**src/eeprom_ctrl_config.svh**
```systemverilog
`ifndef EEPROM_CTRL_CONFIG_SVH
`define EEPROM_CTRL_CONFIG_SVH

// CLK cycles per quarter of an SCL period
`define EEPROM_SCL_QTR 2

// register byte offsets
`define EEPROM_REG_CMD    4'h0
`define EEPROM_REG_ADDR   4'h4
`define EEPROM_REG_WDATA  4'h8
`define EEPROM_REG_STATUS 4'hC

// 1010 device type code of the 24C series
`define EEPROM_DEV_CODE 4'b1010

`endif

```
**src/axil_bus_pkg.sv**
```systemverilog
`default_nettype none

package axil_bus_pkg;

    typedef enum logic [1:0]
    {
        OKAY   = 2'b00,
        SLVERR = 2'b10
    } axil_resp_e;

    typedef struct packed
    {
        logic [3:0] addr;
    } axil_aw_t;

    typedef struct packed
    {
        logic [31:0] data;
        logic [3:0]  strb;
    } axil_w_t;

    typedef struct packed
    {
        axil_resp_e resp;
    } axil_b_t;

    typedef struct packed
    {
        logic [3:0] addr;
    } axil_ar_t;

    typedef struct packed
    {
        logic [31:0] data;
        axil_resp_e  resp;
    } axil_r_t;

endpackage

`default_nettype wire

```
**src/eeprom_ctrl_pkg.sv**
```systemverilog
`default_nettype none

package eeprom_ctrl_pkg;

    typedef enum logic [1:0]
    {
        OP_NONE  = 2'd0,
        OP_WRITE = 2'd1,
        OP_READ  = 2'd2
    } eeprom_op_e;

    typedef struct packed
    {
        eeprom_op_e  op;
        logic [10:0] addr;   // 10:8 go in the control byte
        logic [7:0]  wdata;
    } eeprom_cmd_t;

    typedef struct packed
    {
        logic       busy;
        logic       done;
        logic       nack;
        logic [7:0] rdata;
    } eeprom_status_t;

    // one-hot bus engine states
    typedef enum logic [7:0]
    {
        IDLE      = 8'h01,
        START     = 8'h02,
        SEND_BYTE = 8'h04,
        GET_ACK   = 8'h08,
        RESTART   = 8'h10,
        RECV_BYTE = 8'h20,
        SEND_NACK = 8'h40,
        STOP      = 8'h80
    } master_state_e;

endpackage

`default_nettype wire

```
**src/eeprom_regs.sv**
```systemverilog
`timescale 1ns/1ps
`default_nettype none
`include "eeprom_ctrl_config.svh"

module eeprom_regs
    import axil_bus_pkg::*;
    import eeprom_ctrl_pkg::*;
(
    input  wire             CLK,
    input  wire             RESET,
    input  wire             awvalid,
    output logic            awready,
    input  wire axil_aw_t   aw,
    input  wire             wvalid,
    output logic            wready,
    input  wire axil_w_t    w,
    output logic            bvalid,
    input  wire             bready,
    output axil_b_t         b,
    input  wire             arvalid,
    output logic            arready,
    input  wire axil_ar_t   ar,
    output logic            rvalid,
    input  wire             rready,
    output axil_r_t         r,
    output logic            cmd_valid,
    output eeprom_cmd_t     cmd,
    input  wire             busy,
    input  wire             done,
    input  wire             nack,
    input  wire [7:0]       rdata
);
    logic [10:0]    addr_q;
    logic [7:0]     wdata_q;
    eeprom_status_t status_q;
    logic           wr_accept;
    logic           rd_accept;
    logic           launch;
    axil_resp_e     wr_resp;
    axil_resp_e     rd_resp;
    logic [31:0]    rd_data;
    logic           real_op;

    assign wr_accept = awvalid && wvalid && !bvalid;
    assign awready   = wr_accept;
    assign wready    = wr_accept;
    assign rd_accept = arvalid && !rvalid;
    assign arready   = rd_accept;

    assign real_op = (w.data[1:0] == OP_WRITE) || (w.data[1:0] == OP_READ);

    always_comb
    begin
        launch  = 1'b0;
        wr_resp = OKAY;
        case (aw.addr)
            `EEPROM_REG_CMD:
            begin
                if (w.data[1:0] == 2'b11)
                    wr_resp = SLVERR;   // no such opcode
                else if (real_op && (status_q.busy || busy))
                    wr_resp = SLVERR;
                else if (real_op)
                    launch = wr_accept;
            end
            `EEPROM_REG_ADDR, `EEPROM_REG_WDATA, `EEPROM_REG_STATUS:
                wr_resp = OKAY;
            default:
                wr_resp = SLVERR;
        endcase
    end

    always_comb
    begin
        rd_data = '0;
        rd_resp = OKAY;
        case (ar.addr)
            `EEPROM_REG_CMD:    rd_data = '0;  // write-only
            `EEPROM_REG_ADDR:   rd_data = {21'd0, addr_q};
            `EEPROM_REG_WDATA:  rd_data = {24'd0, wdata_q};
            `EEPROM_REG_STATUS: rd_data = {16'd0, status_q.rdata, 5'd0,
                                           status_q.nack, status_q.done, status_q.busy};
            default:            rd_resp = SLVERR;
        endcase
    end

    always_ff @(posedge CLK)
    begin
        if (RESET)
        begin
            bvalid    <= 1'b0;
            rvalid    <= 1'b0;
            cmd_valid <= 1'b0;
            addr_q    <= '0;
            wdata_q   <= '0;
            status_q  <= '0;
        end
        else
        begin
            cmd_valid <= launch;
            if (bvalid && bready)
                bvalid <= 1'b0;
            if (wr_accept)
                bvalid <= 1'b1;
            if (rvalid && rready)
                rvalid <= 1'b0;
            if (rd_accept)
                rvalid <= 1'b1;
            if (wr_accept && aw.addr == `EEPROM_REG_ADDR)
            begin
                if (w.strb[0])
                    addr_q[7:0] <= w.data[7:0];
                if (w.strb[1])
                    addr_q[10:8] <= w.data[10:8];
            end
            if (wr_accept && aw.addr == `EEPROM_REG_WDATA && w.strb[0])
                wdata_q <= w.data[7:0];
            if (launch)
            begin
                status_q.busy <= 1'b1;
                status_q.done <= 1'b0;
                status_q.nack <= 1'b0;
            end
            else if (done)
            begin
                status_q.busy  <= 1'b0;
                status_q.done  <= 1'b1;   // sticky until next launch
                status_q.nack  <= nack;
                status_q.rdata <= rdata;
            end
        end
    end

    always_ff @(posedge CLK)
    begin
        if (wr_accept)
            b.resp <= wr_resp;
        if (rd_accept)
        begin
            r.data <= rd_data;
            r.resp <= rd_resp;
        end
        if (launch)
        begin
            cmd.op    <= eeprom_op_e'(w.data[1:0]);
            cmd.addr  <= addr_q;
            cmd.wdata <= wdata_q;
        end
    end

    a_bvalid_hold: assert property (@(posedge CLK) disable iff (RESET)
        bvalid && !bready |=> bvalid)
        else $error("bvalid dropped before bready");

    // engine must be idle whenever a command leaves this block
    a_launch_idle: assert property (@(posedge CLK) disable iff (RESET)
        cmd_valid |-> !busy)
        else $error("command launched while engine busy");

endmodule

`default_nettype wire

```
**src/i2c_eeprom_master.sv**
```systemverilog
`timescale 1ns/1ps
`default_nettype none
`include "eeprom_ctrl_config.svh"

module i2c_eeprom_master
    import eeprom_ctrl_pkg::*;
(
    input  wire              CLK,
    input  wire              RESET,
    input  wire              cmd_valid,
    input  wire eeprom_cmd_t cmd,
    output logic             busy,
    output logic             done,
    output logic             nack,
    output logic [7:0]       rdata,
    output logic             scl,
    output logic             sda_oe,
    input  wire              sda_in
);
    localparam int QTR = `EEPROM_SCL_QTR;
    localparam int QW  = $clog2(QTR + 1);

    master_state_e state;
    eeprom_cmd_t   cur;
    logic [QW-1:0] qtr_cnt;
    logic [1:0]    phase;       // 0 and 3 low, 1 and 2 high inside a bit
    logic [2:0]    bit_cnt;
    logic [1:0]    byte_idx;    // 0 ctrl wr, 1 word addr, 2 data, 3 ctrl rd
    logic [7:0]    shreg;
    logic          ack_in;
    logic          tick;
    logic          bit_end;
    logic          sample;
    logic          scl_cell;
    logic          start_ok;

    assign tick     = (state != IDLE) && (qtr_cnt == QW'(QTR - 1));
    assign bit_end  = tick && (phase == 2'd3);
    assign sample   = tick && (phase == 2'd1);   // end of first high quarter
    assign scl_cell = phase[0] ^ phase[1];
    assign start_ok = cmd_valid && (cmd.op == OP_WRITE || cmd.op == OP_READ);

    always_ff @(posedge CLK)
    begin
        if (RESET || state == IDLE)
        begin
            qtr_cnt <= '0;
            phase   <= 2'd0;
        end
        else if (tick)
        begin
            qtr_cnt <= '0;
            phase   <= phase + 2'd1;
        end
        else
            qtr_cnt <= qtr_cnt + 1'b1;
    end

    always_ff @(posedge CLK)
    begin
        if (RESET)
        begin
            state    <= IDLE;
            busy     <= 1'b0;
            done     <= 1'b0;
            nack     <= 1'b0;
            rdata    <= '0;
            bit_cnt  <= '0;
            byte_idx <= '0;
        end
        else
        begin
            done <= 1'b0;
            case (state)
                IDLE:
                    if (start_ok)
                    begin
                        busy     <= 1'b1;
                        nack     <= 1'b0;
                        bit_cnt  <= '0;
                        byte_idx <= 2'd0;
                        state    <= START;
                    end
                START, RESTART:
                    if (bit_end)
                        state <= SEND_BYTE;
                SEND_BYTE:
                    if (bit_end)
                    begin
                        bit_cnt <= bit_cnt + 3'd1;
                        if (bit_cnt == 3'd7)
                            state <= GET_ACK;
                    end
                GET_ACK:
                    if (bit_end)
                    begin
                        if (ack_in)
                        begin
                            nack  <= 1'b1;   // abort straight to stop
                            state <= STOP;
                        end
                        else
                        begin
                            case (byte_idx)
                                2'd0:
                                begin
                                    byte_idx <= 2'd1;
                                    state    <= SEND_BYTE;
                                end
                                2'd1:
                                begin
                                    byte_idx <= (cur.op == OP_READ) ? 2'd3 : 2'd2;
                                    state    <= (cur.op == OP_READ) ? RESTART : SEND_BYTE;
                                end
                                2'd2:
                                    state <= STOP;
                                default:
                                    state <= RECV_BYTE;
                            endcase
                        end
                    end
                RECV_BYTE:
                    if (bit_end)
                    begin
                        bit_cnt <= bit_cnt + 3'd1;
                        if (bit_cnt == 3'd7)
                            state <= SEND_NACK;
                    end
                SEND_NACK:
                    if (bit_end)
                    begin
                        rdata <= shreg;
                        state <= STOP;
                    end
                STOP:
                    if (bit_end)
                    begin
                        busy  <= 1'b0;
                        done  <= 1'b1;
                        state <= IDLE;
                    end
                default:
                    state <= IDLE;
            endcase
        end
    end

    always_ff @(posedge CLK)
    begin
        if (state == IDLE && start_ok)
        begin
            cur   <= cmd;
            shreg <= {`EEPROM_DEV_CODE, cmd.addr[10:8], 1'b0};
        end
        else if (state == SEND_BYTE && bit_end)
            shreg <= {shreg[6:0], 1'b0};
        else if (state == RECV_BYTE && sample)
            shreg <= {shreg[6:0], sda_in};
        else if (state == GET_ACK && bit_end)
            shreg <= (byte_idx == 2'd0) ? cur.addr[7:0] : cur.wdata;
        else if (state == RESTART && bit_end)
            shreg <= {`EEPROM_DEV_CODE, cur.addr[10:8], 1'b1};
        if (state == GET_ACK && sample)
            ack_in <= sda_in;   // high means no ack
    end

    always_comb
    begin
        scl    = 1'b1;
        sda_oe = 1'b0;
        case (state)
            START:
            begin
                scl    = (phase != 2'd3);
                sda_oe = phase[1];   // falls with scl high
            end
            RESTART:
            begin
                scl    = scl_cell;
                sda_oe = phase[1];
            end
            SEND_BYTE:
            begin
                scl    = scl_cell;
                sda_oe = ~shreg[7];
            end
            GET_ACK, RECV_BYTE, SEND_NACK:
                scl = scl_cell;
            STOP:
            begin
                scl    = (phase != 2'd0);
                sda_oe = ~phase[1];  // released with scl high
            end
            default:
            begin
                scl    = 1'b1;
                sda_oe = 1'b0;
            end
        endcase
    end

    a_sda_scl_high: assert property (@(posedge CLK) disable iff (RESET)
        (scl && $past(scl) && (sda_oe != $past(sda_oe)))
            |-> (state inside {START, RESTART, STOP}))
        else $error("sda_oe moved with scl high in state %s", state.name());

endmodule

`default_nettype wire

```
**src/eeprom_ctrl_top.sv**
```systemverilog
`timescale 1ns/1ps
`default_nettype none

module eeprom_ctrl_top
    import axil_bus_pkg::*;
    import eeprom_ctrl_pkg::*;
(
    input  wire             CLK,
    input  wire             RESET,
    input  wire             awvalid,
    output logic            awready,
    input  wire axil_aw_t   aw,
    input  wire             wvalid,
    output logic            wready,
    input  wire axil_w_t    w,
    output logic            bvalid,
    input  wire             bready,
    output axil_b_t         b,
    input  wire             arvalid,
    output logic            arready,
    input  wire axil_ar_t   ar,
    output logic            rvalid,
    input  wire             rready,
    output axil_r_t         r,
    output logic            scl,
    output logic            sda_oe,
    input  wire             sda_in
);
    logic        cmd_valid;
    eeprom_cmd_t cmd;
    logic        busy;
    logic        done;
    logic        nack;
    logic [7:0]  rdata;

    eeprom_regs regs0 (
        .CLK(CLK), .RESET(RESET),
        .awvalid(awvalid), .awready(awready), .aw(aw),
        .wvalid(wvalid), .wready(wready), .w(w),
        .bvalid(bvalid), .bready(bready), .b(b),
        .arvalid(arvalid), .arready(arready), .ar(ar),
        .rvalid(rvalid), .rready(rready), .r(r),
        .cmd_valid(cmd_valid), .cmd(cmd),
        .busy(busy), .done(done), .nack(nack), .rdata(rdata)
    );

    // push-pull scl, open-drain sda split in two
    i2c_eeprom_master master0 (
        .CLK(CLK), .RESET(RESET),
        .cmd_valid(cmd_valid), .cmd(cmd),
        .busy(busy), .done(done), .nack(nack), .rdata(rdata),
        .scl(scl), .sda_oe(sda_oe), .sda_in(sda_in)
    );

endmodule

`default_nettype wire

```
**config.mk**
```make
export PLATFORM = sky130hd
export DESIGN_NAME = eeprom_ctrl_top
export DESIGN_NICKNAME = d
export VERILOG_FILES = /design/src/axil_bus_pkg.sv /design/src/eeprom_ctrl_pkg.sv /design/src/eeprom_regs.sv /design/src/i2c_eeprom_master.sv /design/src/eeprom_ctrl_top.sv
export VERILOG_INCLUDE_DIRS = /design/src
export SDC_FILE = /design/constraint.sdc
export NUM_CORES = 1
export LEC_CHECK = 0
export BUFFER_PORTS_ARGS = -buffer_cell sky130_fd_sc_hd__buf_2
export CAP_MARGIN = 30
export CORE_MARGIN = 2
export CORE_UTILIZATION = 56
export DETAILED_ROUTE_END_ITERATION = 7
export PLACE_DENSITY = 0.87
export SLEW_MARGIN = 20
export SYNTH_ARGS = -nofsm -noshare
export SYNTH_HDL_FRONTEND = slang
export SYNTH_SLANG_ARGS = --single-unit
```
**constraint.sdc**
```tcl
create_clock -name CLK -period 2.7 [get_ports CLK]
set_input_delay 0.135 -clock CLK [delete_from_list [all_inputs] [get_ports CLK]]
set_output_delay 0.135 -clock CLK [all_outputs]
set_load 0.1 [all_outputs]
```
## After elaboration in Yosys (flattened, before gate mapping)

Index checks and enable logic that the tools add are counted.

- Bits in registers: 148
- Input bits: 52
- Word-level logic and storage cells: 190
- Output and inout bits: 43

- Mux-type cells: 53
- Reductions and logical operators: 56
- Equal/unequal tests: 41
- Add/subtract/negate cells: 3
- Bitwise operators: 5

Operators by type and width:

| cell | count |
|---|---|
| $mux 8 | 15 |
| $pmux 8 s7 | 1 |
| $pmux 16 s3 | 1 |
| $pmux 8 s3 | 1 |
| $ne 2x1->1 const B | 11 |
| $logic_and 1x1->1 | 19 |
| $eq 4x4->1 const B | 4 |
| $mux 1 | 15 |
| $reduce_bool 2->1 | 7 |
| $eq 2x2->1 const B | 6 |
| $mux 2 | 6 |
| $pmux 2 s2 | 3 |
| $reduce_or 2->1 | 6 |
| $mux 11 | 1 |
| $eq 2x1->1 const B | 5 |
| $mux 3 | 3 |
| $reduce_and 9->1 | 1 |
| $eq 4x3->1 const B | 2 |
| $eq 8x1->1 const B | 1 |
| $eq 8x2->1 const B | 1 |
| $eq 8x3->1 const B | 1 |
| $eq 8x4->1 const B | 1 |
| $eq 8x5->1 const B | 1 |
| $eq 8x6->1 const B | 1 |
| other kinds (29) | 45 |

## Depth between registers and ports, before layout

- Depth after elaboration: 9
- Depth in mapped cells: 9
- Depth with buffers taken out: 7

## Cells and area by module

A second synthesis with hierarchy kept.

- Cells, all modules: 498
- Area, all modules: 5,661.7 sq um

By module, submodules not included:

| module | times used | sequential area each (sq um) | area an instance (sq um) | cells each |
|---|---|---|---|---|
| eeprom_regs | 1 | 1,831.8 | 3,012.9 | 240 |
| i2c_eeprom_master | 1 | 1,411.4 | 2,648.8 | 258 |

## Least setup slack after synthesis

OpenSTA, ideal clock, no wires.

- Kind: register to register
- Start: register regs0.rvalid
- End: register, netlist name regs0.r[10]
- Data arrival time: 2.874 ns
- Slack: -0.629 ns
- Buffers on the path: 0
- Cell stages (with the launch flop): 2
- Path through: dfxtp_1 > nor2b_1

- Word-level cells in the longest chain between the ends: 2

Ends and longest elaborated chain:

| element | line | RTL |
|---|---|---|
| start: declaration | eeprom_regs.sv:23 | `output logic rvalid,` |
| start signal: assignment | eeprom_regs.sv:92 | `rvalid <= 1'b0;` |
| start signal: assignment | eeprom_regs.sv:106 | `rvalid <= 1'b0;` |
| start signal: assignment | eeprom_regs.sv:108 | `rvalid <= 1'b1;` |
| $logic_not 1->1 | eeprom_regs.sv:47 | `assign rd_accept = arvalid && !rvalid;` |
| $logic_and 1x1->1 | eeprom_regs.sv:47 |  |
| net arready | eeprom_ctrl_top.sv:20 | `output logic arready,` |

The timed path passes the listed nets, and every way through them passes these cells.
A chain may end at the register's enable or synchronous reset.

## Final worst setup path

- Start: register master0.state[1]
- End: output scl

- Word-level cells in the longest chain between the ends: 3
- Elaborated cells on any way between the ends: 9
- Classes of those cells: eq/ne (7); mux (1); reduce/logical (1)

Ends and longest elaborated chain:

| element | line | RTL |
|---|---|---|
| start: declaration | i2c_eeprom_master.sv:23 | `master_state_e state;` |
| start signal: assignment | i2c_eeprom_master.sv:113 | `state <= (cur.op == OP_READ) ? RESTART : SEND_BYTE;` |
| $eq 8x7->1, or another cell as far along | i2c_eeprom_master.sv:171 | `case (state)` |
| $reduce_or 5->1 (no line) | n/a |  |
| $pmux 1 s3 (*) | i2c_eeprom_master.sv:171 |  |
| end: declaration | eeprom_ctrl_top.sv:25 | `output logic scl,` |

Mark *: on every way between the ends. The rest lies on a longest branch, timed or not.

==> results.cfg <==
[run_status]
status = finished, final reports clean

[place]
placed_area_um2 = 5930
io_buffers = 53
dp_hpwl_um = 7700
detailedPlace.worstSlack_ns = 0.489
place.gp.congestion = 0.906

[synth]
ys_warn_count = 0
synth.ff_latch_count = 130
async_reset_ff_share_pct = 0
ys.flop_type = dfxtp_1
synth_area_um2 = 5650
avgSynthCellArea_um2 = 12.0
synthCells = 472
synth_seq_area_share_pct = 57.4
synth_cell_type_count = 65
synth_edf_count = 64

[power_and_ir_drop]
p_leak_nw = 2.82
power-per-cell-area_nw_per_um2 = 743
ir_drop_mv = 0.485

[sta]
fin_tns_setup_ns = 0
finalHoldViolCount = 0
fmaxAchievable_mhz = 394
finalCriticalPeriod_ns = 2.54
slew_headroom_pct = 48.8
worst_pin_slew_ns = 0.768
rsz0062_at_grt = false
fin_crit_sh_pct = 93.9
fin_ws_ns = 0.164
setup_viol = 0
drv_slew = 0
fin_skew_ns = 0.0107

[detailed_routing]
ant_nets = 0
drc = 0
wire_per_inst_um = 17.3
detailroute.via_count = 3959
avgViaCountPerCell = 5.70
drt_iter0_markers = 269
drt_first_pass_iters = 5
drt-total-wl_um = 12000

[worst_hold_path]
min_from = ar[0]
min_path_type = in2reg
min_delay_path_depth = 3
min_to = regs0.r[1]

[floorplan]
io-pin-count = 95
std_cell_rows = 36
core_area_um2 = 9770
die_y_um = 104
start_util_pct = 57.8
dieWidth_um = 104
die_area_um2 = 10900

[worst_setup_path]
path_class = reg2out
worstPathArrival_ns = 2.40
rr_startpoint = master0.qtr_cnt[0]
critPathRequiredTime_ns = 2.57
end_kind = primary output
reg2reg_slack_ns = 0.43
r2r_cells = 6
cp_max_fo = 8
crit_path_start_kind = flop
r2r-end = master0.shreg[2]
startpoint = master0.state[1]

[grt]
grt_pass1_wl_um = 19300
antenna_found_initial = 0
overflow = 0
grt_max_degree = 40
grt_pass1_vias = 3943
track_usage_pct = 22.6

[cells_and_area]
area_growth_pct = 19.1
diodes = 0
utilization_pct = 68.8
final_cell_mix = nor2_1 (66), dfxtp_1 (66), edfxtp_1 (64)
nNetsFinal = 607
final_area_um2 = 6720
drive_above_1_share_pct = 21.4

[cts]
clk_pin_slew_ns = 0.06
cts_buffer_depth = 2
cts-buffers-inserted = 17
cts_tree = built
insertion_delay_ns = 0.53
cts-root-buf = clkbuf_8
cts_sinks = 130
cts.htree.levels = 4

[job]
drv_cap = 0
## worst max-delay path, stage by stage, from the launching register on
cell     delay (ns)
dfxtp_1        0.47
nor4_4         0.39
nand3_1        0.33
nand3_1        0.24
o21a_1         0.14
o21ai_1        0.07
buf_4          0.23
## what timing repair did
action / in CTS / in global routing
cloned: 0 / 0
endpoints found under the hold margin: 25 / 0
hold buffers: 20 / 0
pin swaps: 0 / 1
gates resized for setup: 1 / 1
endpoints found under the setup margin: 1 / 2
buffers inserted: 0 / 2
## synthesized netlist by cell type (3+ instances only)
cell type / count / area, um^2
ha_1: 7 / 87.6
o21ai_1: 5 / 25.0
buf_6: 3 / 33.8
nand3_1: 10 / 50.1
and3_1: 8 / 50.1
mux2i_1: 43 / 430
xor2_1: 4 / 35.0
nor2_1: 66 / 248
buf_4: 22 / 165
nor4_1: 3 / 18.8
mux2_2: 6 / 67.6
nand2b_1: 4 / 25.0
nor2b_1: 9 / 56.3
o21ai_0: 15 / 75.1
nor4_4: 3 / 63.8
inv_1: 8 / 30.0
clkbuf_1: 12 / 45.0
o21a_1: 4 / 30.0
nor3_1: 9 / 45.0
dfxtp_1: 66 / 1320
edfxtp_1: 64 / 1920
a22oi_1: 16 / 120
buf_2: 3 / 15.0
nand2_1: 10 / 37.5
a21oi_1: 19 / 95.1
## power by group
group	switching, mW	internal, mW	leakage, nW
Clock	0.882	1.33	0.270
Combinational	0.461	0.179	1.38
Sequential	0.0541	2.10	1.17
Total	1.40	3.60	2.82
## routing by layer
metal	vias to the layer above	GRT usage, %	routed length [um]
met3	29	6.20	613
met5	-	0	0
met1	1944	26.6	5050
li1	1845	-	-
met2	141	38.1	6070
met4	0	10.8	288
## worst max-delay path by stage
| stage | endpoint | cells after the start |
|---|---|---|
| CTS | sda_oe | 4 |
| finish | scl | 6 |
| global route | scl | 6 |
| detailed placement | scl | 6 |
| global placement | scl | 6 |
| floorplan | regs0.cmd[0] | 4 |
## layout make-up
class / instances / area (um^2)
clock buffer: 18 / 418
clock inverter: 14 / 155
fill: 666 / 3050
inverter: 10 / 37.5
multi-input combinational: 308 / 2170
sequential: 130 / 3240
tap: 133 / 166
timing repair buffer: 81 / 531
## registers in the layout (all words and copies together), names as in the netlist
register and flops:
master0.ack_in 1, master0.bit_cnt 3, master0.busy 1, master0.byte_idx 2
master0.cur 21, master0.done 1, master0.nack 1, master0.phase 2
master0.qtr_cnt 2, master0.rdata 8, master0.shreg 8, master0.state 8
regs0.addr_q 11, regs0.b 1, regs0.bvalid 1, regs0.cmd 21
regs0.cmd_valid 1, regs0.r 17, regs0.rvalid 1, regs0.status_q 11
regs0.wdata_q 8
## per-stage QoR
| stage | hold WS [ns] | std cells | total power, mW |
|---|---|---|---|
| floorplan | 0.234 | 489 | 2.74 |
| global placement | 0.326 | 640 | 2.79 |
| detailed placement | 0.324 | 640 | 2.80 |
| CTS | 0.0494 | 692 | 5.00 |
| global route | 0.0669 | 694 | 5.13 |
| finish | 0.0695 | 694 | 5.00 |
## cells by family after synthesis
group	count (synthesis)	share of synthesized area, %
buffers and inverters	51	5.38
muxes	49	8.82
adders and majority gates	7	1.55
xor gates and xnor gates	6	0.930
and+or+nand+nor	144	14.9
AOI/OAI and AO/OA	84	10.9
DFF	130	57.4
other	1	0.0664
Note: power is estimated with default switching activity, not from simulation.
